<file path="src/l1_consts.svh">
//==========================================================
// L1 data cache geometry
// address, data, set, way and tag widths
//==========================================================
`ifndef L1_CONSTS_SVH
`define L1_CONSTS_SVH

// byte address and one word per line
`define L1_ADDR_WID   32
`define L1_DATA_WID   32
`define L1_OFFSET_WID 2

// 16 sets of 2 ways
`define L1_SETS       16
`define L1_INDEX_WID  4
`define L1_WAYS       2
`define L1_WAY_WID    1

// tag is what is left above index and offset
`define L1_TAG_WID    26

`endif

</file>
<file path="src/mesi_pkg.sv">
//==========================================================
// MESI coherence types: line states and snoop operations
//==========================================================
`default_nettype none

package mesi_pkg;

    typedef enum logic [1:0] {
        INVALID   = 2'b00,
        SHARED    = 2'b01,
        EXCLUSIVE = 2'b10,
        MODIFIED  = 2'b11
    } mesi_e;

    // operations seen on the snoop port
    typedef enum logic [1:0] {
        SNP_NONE   = 2'b00,
        SNP_READ   = 2'b01,
        SNP_READ_X = 2'b10,
        SNP_INV    = 2'b11
    } snoop_op_e;

endpackage

`default_nettype wire

</file>
<file path="src/l1_pkg.sv">
//==========================================================
// L1 cache access types
// CPU and memory ports, controller state, store writes
//==========================================================
`default_nettype none
`include "l1_consts.svh"

package l1_pkg;
    import mesi_pkg::*;

    typedef struct packed {
        logic                    rd;
        logic                    wr;
        logic [`L1_ADDR_WID-1:0] addr;
        logic [`L1_DATA_WID-1:0] wdata;
    } cpu_req_t;

    typedef struct packed {
        logic                    done;
        logic [`L1_DATA_WID-1:0] rdata;
    } cpu_rsp_t;

    typedef enum logic [2:0] {
        MEM_NONE,
        MEM_READ,
        MEM_READ_X,
        MEM_WRITE,
        MEM_UPGRADE
    } mem_op_e;

    typedef struct packed {
        mem_op_e                 op;
        logic [`L1_ADDR_WID-1:0] addr;
        logic [`L1_DATA_WID-1:0] wdata;
    } mem_req_t;

    typedef struct packed {
        logic                    done;
        logic                    shared;
        logic [`L1_DATA_WID-1:0] rdata;
    } mem_rsp_t;

    typedef enum logic [2:0] {
        IDLE,
        LOOKUP,
        UPGRADE,
        WRITEBACK,
        FILL,
        RESPOND
    } proc_state_e;

    // proc side writes tag and state together
    typedef struct packed {
        logic                     en;
        logic [`L1_INDEX_WID-1:0] index;
        logic [`L1_WAY_WID-1:0]   way;
        logic [`L1_TAG_WID-1:0]   tag;
        mesi_e                    state;
    } tag_wr_t;

    // snoop side only changes state
    typedef struct packed {
        logic                     en;
        logic [`L1_INDEX_WID-1:0] index;
        logic [`L1_WAY_WID-1:0]   way;
        mesi_e                    state;
    } state_wr_t;

endpackage

`default_nettype wire

</file>
<file path="src/l1_tag_store.sv">
//==========================================================
// L1 tag and MESI store
// proc and snoop lookup, victim choice, two write ports
//==========================================================
`timescale 1ns/1ps
`default_nettype none
`include "l1_consts.svh"

module l1_tag_store
    import mesi_pkg::*, l1_pkg::*;
(
    input  wire                           clk,
    input  wire                           rst,
    input  wire [`L1_INDEX_WID-1:0]       proc_index,
    input  wire [`L1_TAG_WID-1:0]         proc_tag,
    output logic                          proc_hit,
    output logic [`L1_WAY_WID-1:0]        proc_way,
    output mesi_e                         proc_state,
    output logic [`L1_WAY_WID-1:0]        victim_way,
    output mesi_e                         victim_state,
    output logic [`L1_TAG_WID-1:0]        victim_tag,
    input  wire [`L1_INDEX_WID-1:0]       snoop_index,
    input  wire [`L1_TAG_WID-1:0]         snoop_tag,
    output logic                          snoop_hit,
    output logic [`L1_WAY_WID-1:0]        snoop_way,
    output mesi_e                         snoop_state,
    input  wire tag_wr_t                  proc_wr,
    input  wire state_wr_t                snoop_wr
);

    logic [`L1_TAG_WID-1:0] tag_q   [`L1_SETS][`L1_WAYS];
    mesi_e                  state_q [`L1_SETS][`L1_WAYS];
    logic [`L1_WAY_WID-1:0] rr_q    [`L1_SETS];
    logic                   wr_set_full;
    logic                   wr_new_tag;

    function automatic void lookup(
        input  logic [`L1_INDEX_WID-1:0] idx,
        input  logic [`L1_TAG_WID-1:0]   tag,
        output logic                     hit,
        output logic [`L1_WAY_WID-1:0]   way,
        output mesi_e                    st
    );
        hit = 1'b0;
        way = '0;
        st  = INVALID;
        for (int w = 0; w < `L1_WAYS; w++) begin
            if (state_q[idx][w] != INVALID && tag_q[idx][w] == tag) begin
                hit = 1'b1;
                way = `L1_WAY_WID'(w);
                st  = state_q[idx][w];
            end
        end
    endfunction

    always_comb begin
        lookup(proc_index, proc_tag, proc_hit, proc_way, proc_state);
        lookup(snoop_index, snoop_tag, snoop_hit, snoop_way, snoop_state);
    end

    // lowest free way wins, else the round-robin pointer
    always_comb begin
        victim_way = rr_q[proc_index];
        for (int w = `L1_WAYS - 1; w >= 0; w--) begin
            if (state_q[proc_index][w] == INVALID) begin
                victim_way = `L1_WAY_WID'(w);
            end
        end
    end

    assign victim_state = state_q[proc_index][victim_way];
    assign victim_tag   = tag_q[proc_index][victim_way];

    always_comb begin
        wr_set_full = 1'b1;
        for (int w = 0; w < `L1_WAYS; w++) begin
            if (state_q[proc_wr.index][w] == INVALID) begin
                wr_set_full = 1'b0;
            end
        end
    end

    // new tag in a full set means a replacement fill
    assign wr_new_tag = tag_q[proc_wr.index][proc_wr.way] != proc_wr.tag;

    always_ff @(posedge clk) begin
        if (rst) begin
            for (int s = 0; s < `L1_SETS; s++) begin
                rr_q[s] <= '0;
                for (int w = 0; w < `L1_WAYS; w++) begin
                    state_q[s][w] <= INVALID;
                end
            end
        end else begin
            if (proc_wr.en) begin
                state_q[proc_wr.index][proc_wr.way] <= proc_wr.state;
                if (wr_set_full && wr_new_tag) begin
                    rr_q[proc_wr.index] <= rr_q[proc_wr.index] + `L1_WAY_WID'(1);
                end
            end
            if (snoop_wr.en) begin
                state_q[snoop_wr.index][snoop_wr.way] <= snoop_wr.state;
            end
        end
    end

    always_ff @(posedge clk) begin
        if (proc_wr.en) begin
            tag_q[proc_wr.index][proc_wr.way] <= proc_wr.tag;
        end
    end

endmodule

`default_nettype wire

</file>
<file path="src/l1_data_store.sv">
//==========================================================
// L1 data store, one word per way per set
// proc read/write port and snoop read port
//==========================================================
`timescale 1ns/1ps
`default_nettype none
`include "l1_consts.svh"

module l1_data_store (
    input  wire                     clk,
    input  wire [`L1_INDEX_WID-1:0] proc_index,
    input  wire [`L1_WAY_WID-1:0]   proc_way,
    input  wire                     wr_en,
    input  wire [`L1_DATA_WID-1:0]  wdata,
    output logic [`L1_DATA_WID-1:0] proc_rdata,
    input  wire [`L1_INDEX_WID-1:0] snoop_index,
    input  wire [`L1_WAY_WID-1:0]   snoop_way,
    output logic [`L1_DATA_WID-1:0] snoop_rdata
);

    logic [`L1_DATA_WID-1:0] mem_q [`L1_SETS][`L1_WAYS];

    always_ff @(posedge clk) begin
        if (wr_en) begin
            mem_q[proc_index][proc_way] <= wdata;
        end
    end

    // both reads are combinational
    assign proc_rdata  = mem_q[proc_index][proc_way];
    assign snoop_rdata = mem_q[snoop_index][snoop_way];

endmodule

`default_nettype wire

</file>
<file path="src/l1_proc_ctrl.sv">
//==========================================================
// L1 proc side controller
// CPU reads and writes: hit, upgrade, write-back and fill
//==========================================================
`timescale 1ns/1ps
`default_nettype none
`include "l1_consts.svh"

module l1_proc_ctrl
    import mesi_pkg::*, l1_pkg::*;
(
    input  wire                       clk,
    input  wire                       rst,
    input  wire cpu_req_t             cpu_req,
    output cpu_rsp_t                  cpu_rsp,
    output mem_req_t                  mem_req,
    input  wire mem_rsp_t             mem_rsp,
    output logic [`L1_INDEX_WID-1:0]  index,
    output logic [`L1_TAG_WID-1:0]    tag,
    input  wire                       hit,
    input  wire [`L1_WAY_WID-1:0]     hit_way,
    input  wire mesi_e                hit_state,
    input  wire [`L1_WAY_WID-1:0]     victim_way,
    input  wire mesi_e                victim_state,
    input  wire [`L1_TAG_WID-1:0]     victim_tag,
    input  wire [`L1_DATA_WID-1:0]    rdata,
    output tag_wr_t                   tag_wr,
    output logic                      data_wr_en,
    output logic [`L1_DATA_WID-1:0]   data_wdata,
    output logic                      proc_busy
);

    proc_state_e             state_q;
    proc_state_e             state_d;
    cpu_req_t                req_q;
    logic [`L1_WAY_WID-1:0]  way_q;
    logic [`L1_TAG_WID-1:0]  vtag_q;
    logic [`L1_WAY_WID-1:0]  sel_way;
    logic [`L1_ADDR_WID-1:0] line_addr;

    assign index     = req_q.addr[`L1_OFFSET_WID +: `L1_INDEX_WID];
    assign tag       = req_q.addr[`L1_ADDR_WID-1 -: `L1_TAG_WID];
    assign line_addr = {tag, index, {`L1_OFFSET_WID{1'b0}}};
    assign sel_way   = hit ? hit_way : victim_way;
    assign proc_busy = state_q != IDLE;
    assign cpu_rsp   = '{done: state_q == RESPOND, rdata: rdata};

    always_ff @(posedge clk) begin
        if (rst) begin
            state_q <= IDLE;
        end else begin
            state_q <= state_d;
        end
    end

    // request sampled while idle, line choice fixed in lookup
    always_ff @(posedge clk) begin
        if (state_q == IDLE) begin
            req_q <= cpu_req;
        end
        if (state_q == LOOKUP) begin
            way_q  <= sel_way;
            vtag_q <= victim_tag;
        end
    end

    //==========================================================
    // next state, memory request and store writes
    //==========================================================
    always_comb begin
        state_d    = state_q;
        tag_wr     = '{en: 1'b0, index: index, way: way_q, tag: tag, state: MODIFIED};
        data_wr_en = 1'b0;
        data_wdata = req_q.wdata;
        mem_req    = '{op: MEM_NONE, addr: line_addr, wdata: rdata};
        case (state_q)
            IDLE: begin
                if (cpu_req.rd || cpu_req.wr) begin
                    state_d = LOOKUP;
                end
            end
            LOOKUP: begin
                tag_wr.way = sel_way;
                if (hit) begin
                    if (req_q.rd) begin
                        state_d = RESPOND;
                    end else if (hit_state == SHARED) begin
                        state_d = UPGRADE;
                    end else begin
                        // E or M, write in place
                        tag_wr.en  = 1'b1;
                        data_wr_en = 1'b1;
                        state_d    = RESPOND;
                    end
                end else if (victim_state == MODIFIED) begin
                    state_d = WRITEBACK;
                end else begin
                    state_d = FILL;
                end
            end
            UPGRADE: begin
                mem_req.op = MEM_UPGRADE;
                if (mem_rsp.done) begin
                    tag_wr.en  = 1'b1;
                    data_wr_en = 1'b1;
                    state_d    = RESPOND;
                end
            end
            WRITEBACK: begin
                mem_req.op   = MEM_WRITE;
                mem_req.addr = {vtag_q, index, {`L1_OFFSET_WID{1'b0}}};
                if (mem_rsp.done) begin
                    state_d = FILL;
                end
            end
            FILL: begin
                if (req_q.rd) begin
                    mem_req.op = MEM_READ;
                end else begin
                    mem_req.op = MEM_READ_X;
                end
                if (mem_rsp.done) begin
                    tag_wr.en  = 1'b1;
                    data_wr_en = 1'b1;
                    if (req_q.rd) begin
                        data_wdata = mem_rsp.rdata;
                        if (mem_rsp.shared) begin
                            tag_wr.state = SHARED;
                        end else begin
                            tag_wr.state = EXCLUSIVE;
                        end
                    end
                    state_d = RESPOND;
                end
            end
            RESPOND: state_d = IDLE;
            default: state_d = IDLE;
        endcase
    end

endmodule

`default_nettype wire

</file>
<file path="src/l1_snoop_ctrl.sv">
//==========================================================
// L1 snoop side controller
// line state updates and supply of modified data
//==========================================================
`timescale 1ns/1ps
`default_nettype none
`include "l1_consts.svh"

module l1_snoop_ctrl
    import mesi_pkg::*, l1_pkg::*;
(
    input  wire                       clk,
    input  wire                       rst,
    input  wire snoop_op_e            snoop_op,
    input  wire [`L1_ADDR_WID-1:0]    snoop_addr,
    input  wire                       proc_busy,
    output logic [`L1_INDEX_WID-1:0]  index,
    output logic [`L1_TAG_WID-1:0]    tag,
    input  wire                       hit,
    input  wire [`L1_WAY_WID-1:0]     hit_way,
    input  wire mesi_e                hit_state,
    input  wire [`L1_DATA_WID-1:0]    rdata,
    output state_wr_t                 state_wr,
    output logic                      snoop_done,
    output logic                      snoop_hit,
    output logic                      snoop_data_valid,
    output logic [`L1_DATA_WID-1:0]   snoop_data
);

    logic go;
    logic supply;

    assign index = snoop_addr[`L1_OFFSET_WID +: `L1_INDEX_WID];
    assign tag   = snoop_addr[`L1_ADDR_WID-1 -: `L1_TAG_WID];

    // once per held op, only while proc side idles
    assign go     = snoop_op != SNP_NONE && !proc_busy && !snoop_done;
    assign supply = hit && hit_state == MODIFIED &&
                    (snoop_op == SNP_READ || snoop_op == SNP_READ_X);

    always_comb begin
        state_wr = '{en: go && hit, index: index, way: hit_way, state: INVALID};
        if (snoop_op == SNP_READ) begin
            state_wr.state = SHARED;
        end
    end

    always_ff @(posedge clk) begin
        if (rst) begin
            snoop_done       <= 1'b0;
            snoop_hit        <= 1'b0;
            snoop_data_valid <= 1'b0;
        end else begin
            snoop_done       <= go;
            snoop_hit        <= go && hit;
            snoop_data_valid <= go && supply;
        end
    end

    always_ff @(posedge clk) begin
        if (go) begin
            snoop_data <= rdata;
        end
    end

endmodule

`default_nettype wire

</file>
<file path="src/l1_dcache.sv">
//==========================================================
// L1 data cache top, MESI coherent
// tag store, data store, proc and snoop controllers
//==========================================================
`timescale 1ns/1ps
`default_nettype none
`include "l1_consts.svh"

module l1_dcache
    import mesi_pkg::*, l1_pkg::*;
(
    input  wire                       clk,
    input  wire                       rst,
    input  wire cpu_req_t             cpu_req,
    output cpu_rsp_t                  cpu_rsp,
    output mem_req_t                  mem_req,
    input  wire mem_rsp_t             mem_rsp,
    input  wire snoop_op_e            snoop_op,
    input  wire [`L1_ADDR_WID-1:0]    snoop_addr,
    output logic                      snoop_done,
    output logic                      snoop_hit,
    output logic                      snoop_data_valid,
    output logic [`L1_DATA_WID-1:0]   snoop_data
);

    //==========================================================
    // proc side lookup
    //==========================================================
    logic [`L1_INDEX_WID-1:0] proc_index;
    logic [`L1_TAG_WID-1:0]   proc_tag;
    logic                     proc_hit;
    logic [`L1_WAY_WID-1:0]   proc_way;
    mesi_e                    proc_state;
    logic [`L1_WAY_WID-1:0]   victim_way;
    mesi_e                    victim_state;
    logic [`L1_TAG_WID-1:0]   victim_tag;
    logic [`L1_DATA_WID-1:0]  proc_rdata;
    tag_wr_t                  proc_tag_wr;
    logic                     data_wr_en;
    logic [`L1_DATA_WID-1:0]  data_wdata;
    logic                     proc_busy;

    //==========================================================
    // snoop side lookup
    //==========================================================
    logic [`L1_INDEX_WID-1:0] snp_index;
    logic [`L1_TAG_WID-1:0]   snp_tag;
    logic                     snp_lookup_hit;
    logic [`L1_WAY_WID-1:0]   snp_way;
    mesi_e                    snp_state;
    logic [`L1_DATA_WID-1:0]  snp_rdata;
    state_wr_t                snp_state_wr;

    l1_tag_store u_tag_store (
        .clk          (clk),
        .rst          (rst),
        .proc_index   (proc_index),
        .proc_tag     (proc_tag),
        .proc_hit     (proc_hit),
        .proc_way     (proc_way),
        .proc_state   (proc_state),
        .victim_way   (victim_way),
        .victim_state (victim_state),
        .victim_tag   (victim_tag),
        .snoop_index  (snp_index),
        .snoop_tag    (snp_tag),
        .snoop_hit    (snp_lookup_hit),
        .snoop_way    (snp_way),
        .snoop_state  (snp_state),
        .proc_wr      (proc_tag_wr),
        .snoop_wr     (snp_state_wr)
    );

    // proc port follows the way the controller is working on
    l1_data_store u_data_store (
        .clk         (clk),
        .proc_index  (proc_index),
        .proc_way    (proc_tag_wr.way),
        .wr_en       (data_wr_en),
        .wdata       (data_wdata),
        .proc_rdata  (proc_rdata),
        .snoop_index (snp_index),
        .snoop_way   (snp_way),
        .snoop_rdata (snp_rdata)
    );

    l1_proc_ctrl u_proc_ctrl (
        .clk          (clk),
        .rst          (rst),
        .cpu_req      (cpu_req),
        .cpu_rsp      (cpu_rsp),
        .mem_req      (mem_req),
        .mem_rsp      (mem_rsp),
        .index        (proc_index),
        .tag          (proc_tag),
        .hit          (proc_hit),
        .hit_way      (proc_way),
        .hit_state    (proc_state),
        .victim_way   (victim_way),
        .victim_state (victim_state),
        .victim_tag   (victim_tag),
        .rdata        (proc_rdata),
        .tag_wr       (proc_tag_wr),
        .data_wr_en   (data_wr_en),
        .data_wdata   (data_wdata),
        .proc_busy    (proc_busy)
    );

    l1_snoop_ctrl u_snoop_ctrl (
        .clk              (clk),
        .rst              (rst),
        .snoop_op         (snoop_op),
        .snoop_addr       (snoop_addr),
        .proc_busy        (proc_busy),
        .index            (snp_index),
        .tag              (snp_tag),
        .hit              (snp_lookup_hit),
        .hit_way          (snp_way),
        .hit_state        (snp_state),
        .rdata            (snp_rdata),
        .state_wr         (snp_state_wr),
        .snoop_done       (snoop_done),
        .snoop_hit        (snoop_hit),
        .snoop_data_valid (snoop_data_valid),
        .snoop_data       (snoop_data)
    );

endmodule

`default_nettype wire

</file>
<file path="config.mk">
export PLATFORM = sky130hd
export DESIGN_NAME = l1_dcache
export DESIGN_NICKNAME = d
export VERILOG_FILES = /design/src/mesi_pkg.sv /design/src/l1_pkg.sv /design/src/l1_tag_store.sv /design/src/l1_data_store.sv /design/src/l1_proc_ctrl.sv /design/src/l1_snoop_ctrl.sv /design/src/l1_dcache.sv
export VERILOG_INCLUDE_DIRS = /design/src
export SDC_FILE = /design/constraint.sdc
export NUM_CORES = 2
export LEC_CHECK = 0
export BUFFER_PORTS_ARGS = -buffer_cell sky130_fd_sc_hd__clkbuf_2
export CORE_MARGIN = 2
export CORE_UTILIZATION = 62
export CTS_CLUSTER_SIZE = 40
export DETAILED_ROUTE_END_ITERATION = 8
export PLACE_DENSITY = 0.75
export SYNTH_ARGS = -nofsm -noshare
export SYNTH_HDL_FRONTEND = slang
export SYNTH_SLANG_ARGS = --single-unit
export TNS_END_PERCENT = 30
</file>
<file path="constraint.sdc">
create_clock -name clk -period 37.8 [get_ports clk]
set_clock_uncertainty 0.2 [all_clocks]
set_input_delay 5.67 -clock clk [delete_from_list [all_inputs] [get_ports clk]]
set_output_delay 5.67 -clock clk [all_outputs]
set_load 0.01 [all_outputs]
</file>
Yosys cells after proc, flatten, opt, wreduce, memory -nomap -nowiden
Memories as Yosys holds them, arrays and structs flattened. A register that Yosys moved wholly into a read port is not among the register bits.
Index checks and enable logic that the tools add are counted.
{ "op_classes": {"add_sub_neg": 1, "n_lt_le_gt_ge": 5, "eq_ne": 18, "n_mux": 90, "bitwise": 3, "n_reduce_logical": 31} }
{ "ops": {"columns": ["cell", "n"], "rows": [
  ["two-way mux 32 bit", 11],
  ["two-way mux 26 bit", 7],
  ["== test 26 bit", 4],
  ["two-way mux 64 bit", 1],
  ["two-way mux 4 bit", 13],
  ["two-way mux 52 bit", 1],
  ["demux 32 bit (select 1 bit)", 1],
  ["two-way mux 1 bit", 29],
  ["two-way mux 2 bit", 14],
  ["demux 26 bit (select 1 bit)", 1],
  ["inequality test 26 bit", 1],
  ["two-way mux 3 bit", 7],
  ["logical AND 1 bit", 13],
  ["one-hot mux 3 bit (4 select lines)", 1],
  ["nonzero test 2 bit", 5],
  ["one-hot mux 3 bit (3 select lines)", 1],
  ["OR reduction 4 bit", 2],
  ["== test 2 bit, second input constant", 3],
  ["== test 3 x 2 -> 1 bit, second input constant", 2],
  ["== test 3 bit, second input constant", 2],
  [">= comparator 2 bit, second input constant", 3],
  ["NOT 1 -> 2 bit", 3],
  ["demux 2 bit (select 1 bit)", 2],
  ["== test 2 x 1 -> 1 bit, second input constant", 2],
  ["other kinds (14)", 19]
]} }
{ "word_totals": {"reg_bits": 130, "ram_bits": 1936, "in_bits": 136, "output_inout_bits": 135, "word_cells": 162, "n_memories": 4} }
{ "memory_table": {"columns": ["name", "words", "word_bits", "rd", "rd_ports_with_merged_regs", "write_ports", "line_no", "rtl"], "rows": [
  ["u_data_store.mem_q", 16, 64, 2, 1, 1, "l1_data_store.sv:21", "logic [`L1_DATA_WID-1:0] mem_q [`L1_SETS][`L1_WAYS];"],
  ["u_tag_store.tag_q", 16, 52, 2, 1, 1, "l1_tag_store.sv:31", "logic [`L1_TAG_WID-1:0] tag_q [`L1_SETS][`L1_WAYS];"],
  ["u_tag_store.state_q", 16, 4, 2, 1, 16, "l1_tag_store.sv:32", "mesi_e state_q [`L1_SETS][`L1_WAYS];"],
  ["u_tag_store.rr_q", 16, 1, 1, 1, 16, "l1_tag_store.sv:33", "logic [`L1_WAY_WID-1:0] rr_q [`L1_SETS];"]
]} }

Longest topological paths before layout
{ "logic_depth": {"depth_word": 18, "depth_mapped": 21, "mapped_depth_nobuf": 12} }

Hierarchy
A second synthesis with hierarchy kept.
{ "unflattened": {"cells_unflattened": 6044, "hier_area_um2": 105766.4} }
{ "modules_own_cells": {"columns": ["mod", "n_inst", "cells_per_inst", "area_per_inst_um2", "seq_area_each_um2"], "rows": [
  ["l1_tag_store", 1, 3288, 52950.8, 27386.3],
  ["l1_data_store", 1, 2339, 46599.7, 30749.5],
  ["l1_proc_ctrl", 1, 334, 4840.9, 2752.6],
  ["l1_snoop_ctrl", 1, 83, 1375.1, 1021.0]
]} }

Worst setup path after synthesis
Ideal clock, no wire load.
{ "synth_timing": {"path_type": "input to register", "from": "input snoop_op[0]", "to": "memory u_data_store.mem_q[14][0] (netlist bit) (enable)", "setup_time_ns": 0.474, "arrival_time_ns": 12.204, "required_time_ns": 37.126, "slack_ns": 24.922, "path_stages": 9, "n_path_buf": 2, "path_cell_list": "inv_1 ha_1 nor3b_1 nand2_1 a21oi_4 buf_6 buf_2 a21oi_2 nor2_1"} }
{ "synth_lines": {"columns": ["element", "line_no", "rtl"], "rows": [
  ["start: declaration", "l1_dcache.sv:18", "input wire snoop_op_e snoop_op,"],
  ["end: declaration", "l1_data_store.sv:21", null]
]} }

==> metrics <==
FF+latch count, synth=about 2100; FMAX=0.0665 GHz; Final Hold Fails=0; DIE AREA=between 150000 and 200000 µm²; post-DP HPWL=160000 µm; critical path class=flop to primary output; buffers added on ports=~260; Layout area overhead=10.5%; DR vias/cell=7.46; Post-CTS Resized=0; drt first pass iters=6; max-cap violations=1; status=complete, but fails checks; Slew @ Worst Pin=1.42 ns; vias in the first global route=56600; pwr/cell area=roughly 72 nW/µm²; worst skew pair latency=0.88 ns; Final GP Congestion=0.932; Pleak=0.0356 µW; CP required=roughly 32 ns; WL final=roughly 290000 µm; DIE HEIGHT=around 400 µm; initial antenna violation count=3; RSZ-0062 raised after global routing=no; Post-Place Cells=7254; clock sinks=2068; Post-Layout Cell Count=7647; Core ar.=158000 µm²; Tot Pwr=7860 µW; Max stage delay cell, worst path=nor4_1; Residual DRC=0; Setup TNS Final=0 ns; fraction of registers with async set/reset=0%; Slew Viols, Final=0; post-synthesis cell type count=between 80 and 90; Synth Instances=5166; Tmin final=15.05 ns; VDD IR-drop max=about 0.095 mV; hold buffers post-CTS=0; failing checks=max-capacitance violations; prevailing post-synth register cell=edfxtp_1; Post-synth EDFFs=just over 2000; Chip Width=402 µm; CTS tree=yes; routed via count=57000; Most common cell on crit path=buf_4; drt wl/cell=37.6 µm; Antenna Nets Post-Route=0; Crit. End Element=primary output; crit-path cells=buf_4 > buf_4 > and2_1 > a22oi_1 > nand2_1 > xor2_1 > o21ai_0 > or4_1 > nor4_1 > nand2_1 > o31ai_4 > buf_4 > buf_12 > mux2i_1 > o22ai_1 > or2_2 > clkbuf_2; DR iter-0 viols=8656; mapped cell area=98100 µm²; number of buffers created by CTS=207; first-pass GRT wire length=407000 µm; I/O pin count=271; Seq/Total Area, Yosys=63.2%; Worst Path Max Fanout=101; Syn. warnings=0; syn_area_per_cell=19.0 µm²; count of final setup violators=0; GRT Util Overall=35.8%; Min-Delay Path Class=flop to flop; pin count of the biggest net entering global routing=approximately 140; Clock transition at path regs=0.06 ns; Worst Path Arrival=9.18 ns; share of post-route cells with drive strength above 1=between 30% and 40%; row count=146; setup bufs post-CTS=0; clk buf depth=3; CTS H-tree depth=4; Worst setup SP type=flop; R2R setup slack=27.81 ns; clock root buffer=clkbuf_16; Initial Util=roughly 62%; Rel. slew slack=3.02%; Nets=5529; post-route clock period utilization=39.8%; Fin Hold WS=0.442 ns; Max stage delay on crit path=between 0.9 and 1 ns; gr ovfl total=0
-- critical path: cells and delay by family (launching register included) --
family | cells | cell delay (ns)
mux | 1 | 0.38
compound gates | 4 | 0.69
xor+xnor | 1 | 0.43
flops | 1 | 0.80
buf+inv | 5 | 2.93
simple gates | 6 | 2.83
-- stage by stage --
step	setup WS (ns)	instance area [µm²]	util [%]
floorplan	24.92	98200	-
global placement	23.85	102000	64.4
detailed placement	23.82	102000	64.4
CTS	22.89	108000	68.7
global route	22.65	108000	68.7
finish	22.75	108000	68.7
-- metal layers --
layer / global-route usage (%) / vias to the layer above / part of all wire [%] / wire length (µm)
met5: 0 / - / 0.0038 / 11
met4: 16.3 / 2 / 5.2 / 14800
met3: 6.96 / 710 / 12 / 34000
met2: 56.7 / 4315 / 48 / 138000
met1: 49.1 / 29800 / 35 / 101000
li1: - / 22200 / - / -
-- synth_stat cells (6+ instances only) --
cell type	n	area (µm²)
a31oi_1	15	93.8
nor3b_1	9	67.6
mux4_2	961	21600
buf_1	66	248
o22ai_1	88	551
nand3_1	25	125
xor2_1	67	587
buf_6	19	214
nand2_1	243	912
nor3_2	16	160
dfxtp_1	11	220
nor3_1	47	235
xnor2_1	78	683
buf_2	81	405
nor2b_1	27	169
a21oi_1	43	215
mux2i_1	449	4490
a211oi_1	8	60.1
a22oi_1	28	210
and3_1	27	169
edfxtp_1	2057	61800
mux2_2	89	1000
and2_1	11	68.8
or2_2	37	231
o21ai_1	12	60.1
nand2b_1	15	93.8
nor4_1	19	119
inv_1	46	173
nor2_1	119	447
o21ai_0	74	370
buf_4	78	586
a221oi_1	24	210
nand4_1	18	113
a22o_1	6	52.6
clkbuf_1	169	634
-- cell families (layout without fill, tap and decap cells) --
family / after synthesis / count (layout) / share of synthesized area (%)
mux: 1501 / 1501 / 27.7
fa+ha+maj: 2 / 2 / 0.0255
buf+inv: 465 / 867 / 2.34
compound gates: 339 / 339 / 2.24
other cells: 1 / 8 / 0.00382
flops: 2068 / 2068 / 63.2
xor+xnor: 145 / 145 / 1.29
simple gates: 645 / 645 / 3.27
-- power by group --
group          total, µW  internal [µW]  switching [µW]
registers           2990           2920            65.6
logic               2790           1050            1740
clock network       2080           1190             895
total               7860           5150            2700
-- placed cells by master (no fill, tap or decap), drive strengths merged, types with 28 or more instances in the layout --
cell type	netlist	routed
mux4	961	961
clkbuf	169	503
nor2	119	119
mux2i	450	450
buf	245	169
o22ai	88	88
or2	37	37
xor2	67	67
xnor2	78	78
o21ai	88	88
a22oi	28	28
clkinv	1	105
inv	50	58
nor3	63	63
mux2	90	90
edfxtp	2057	2057
nand2	244	244
a21oi	49	49
-- final timing paths --
| path | startpoint | endpoint | depth (start not counted) |
|---|---|---|---|
| setup reg to reg | flop | u_data_store.mem_q[6][55] | 15 |
| setup / recovery | flop | mem_req[23] | 17 |
| hold reg to reg | u_proc_ctrl.state_q[0] | u_proc_ctrl.state_q[2] | 2 |
| hold / removal | u_proc_ctrl.state_q[0] | u_proc_ctrl.state_q[2] | 2 |
-- cell type report --
cell class | count | area, µm²
fill | 9875 | 49400
multi-input combinational | 2634 | 34100
inverter | 51 | 191
tap | 2072 | 2590
antenna | 6 | 15.0
sequential | 2068 | 62000
clock inverter | 144 | 1520
clock buffer | 243 | 5320
timing repair buffer | 429 | 2670
-- state kept, by name, indices dropped and copies added, names as in the netlist, named ones only --
register,cells
u_data_store.mem_q,1024
u_tag_store.tag_q,832
u_tag_store.state_q,64
u_proc_ctrl.req_q,33
u_snoop_ctrl.snoop_data,32
u_proc_ctrl.tag,26
u_proc_ctrl.vtag_q,26
u_tag_store.rr_q,16
u_proc_ctrl.index,4
u_proc_ctrl.state_q,3
u_proc_ctrl.way_q,1
u_snoop_ctrl.snoop_data_valid,1
u_snoop_ctrl.snoop_done,1
u_snoop_ctrl.snoop_hit,1
No activity file was read; power rests on OpenSTA's default activity.
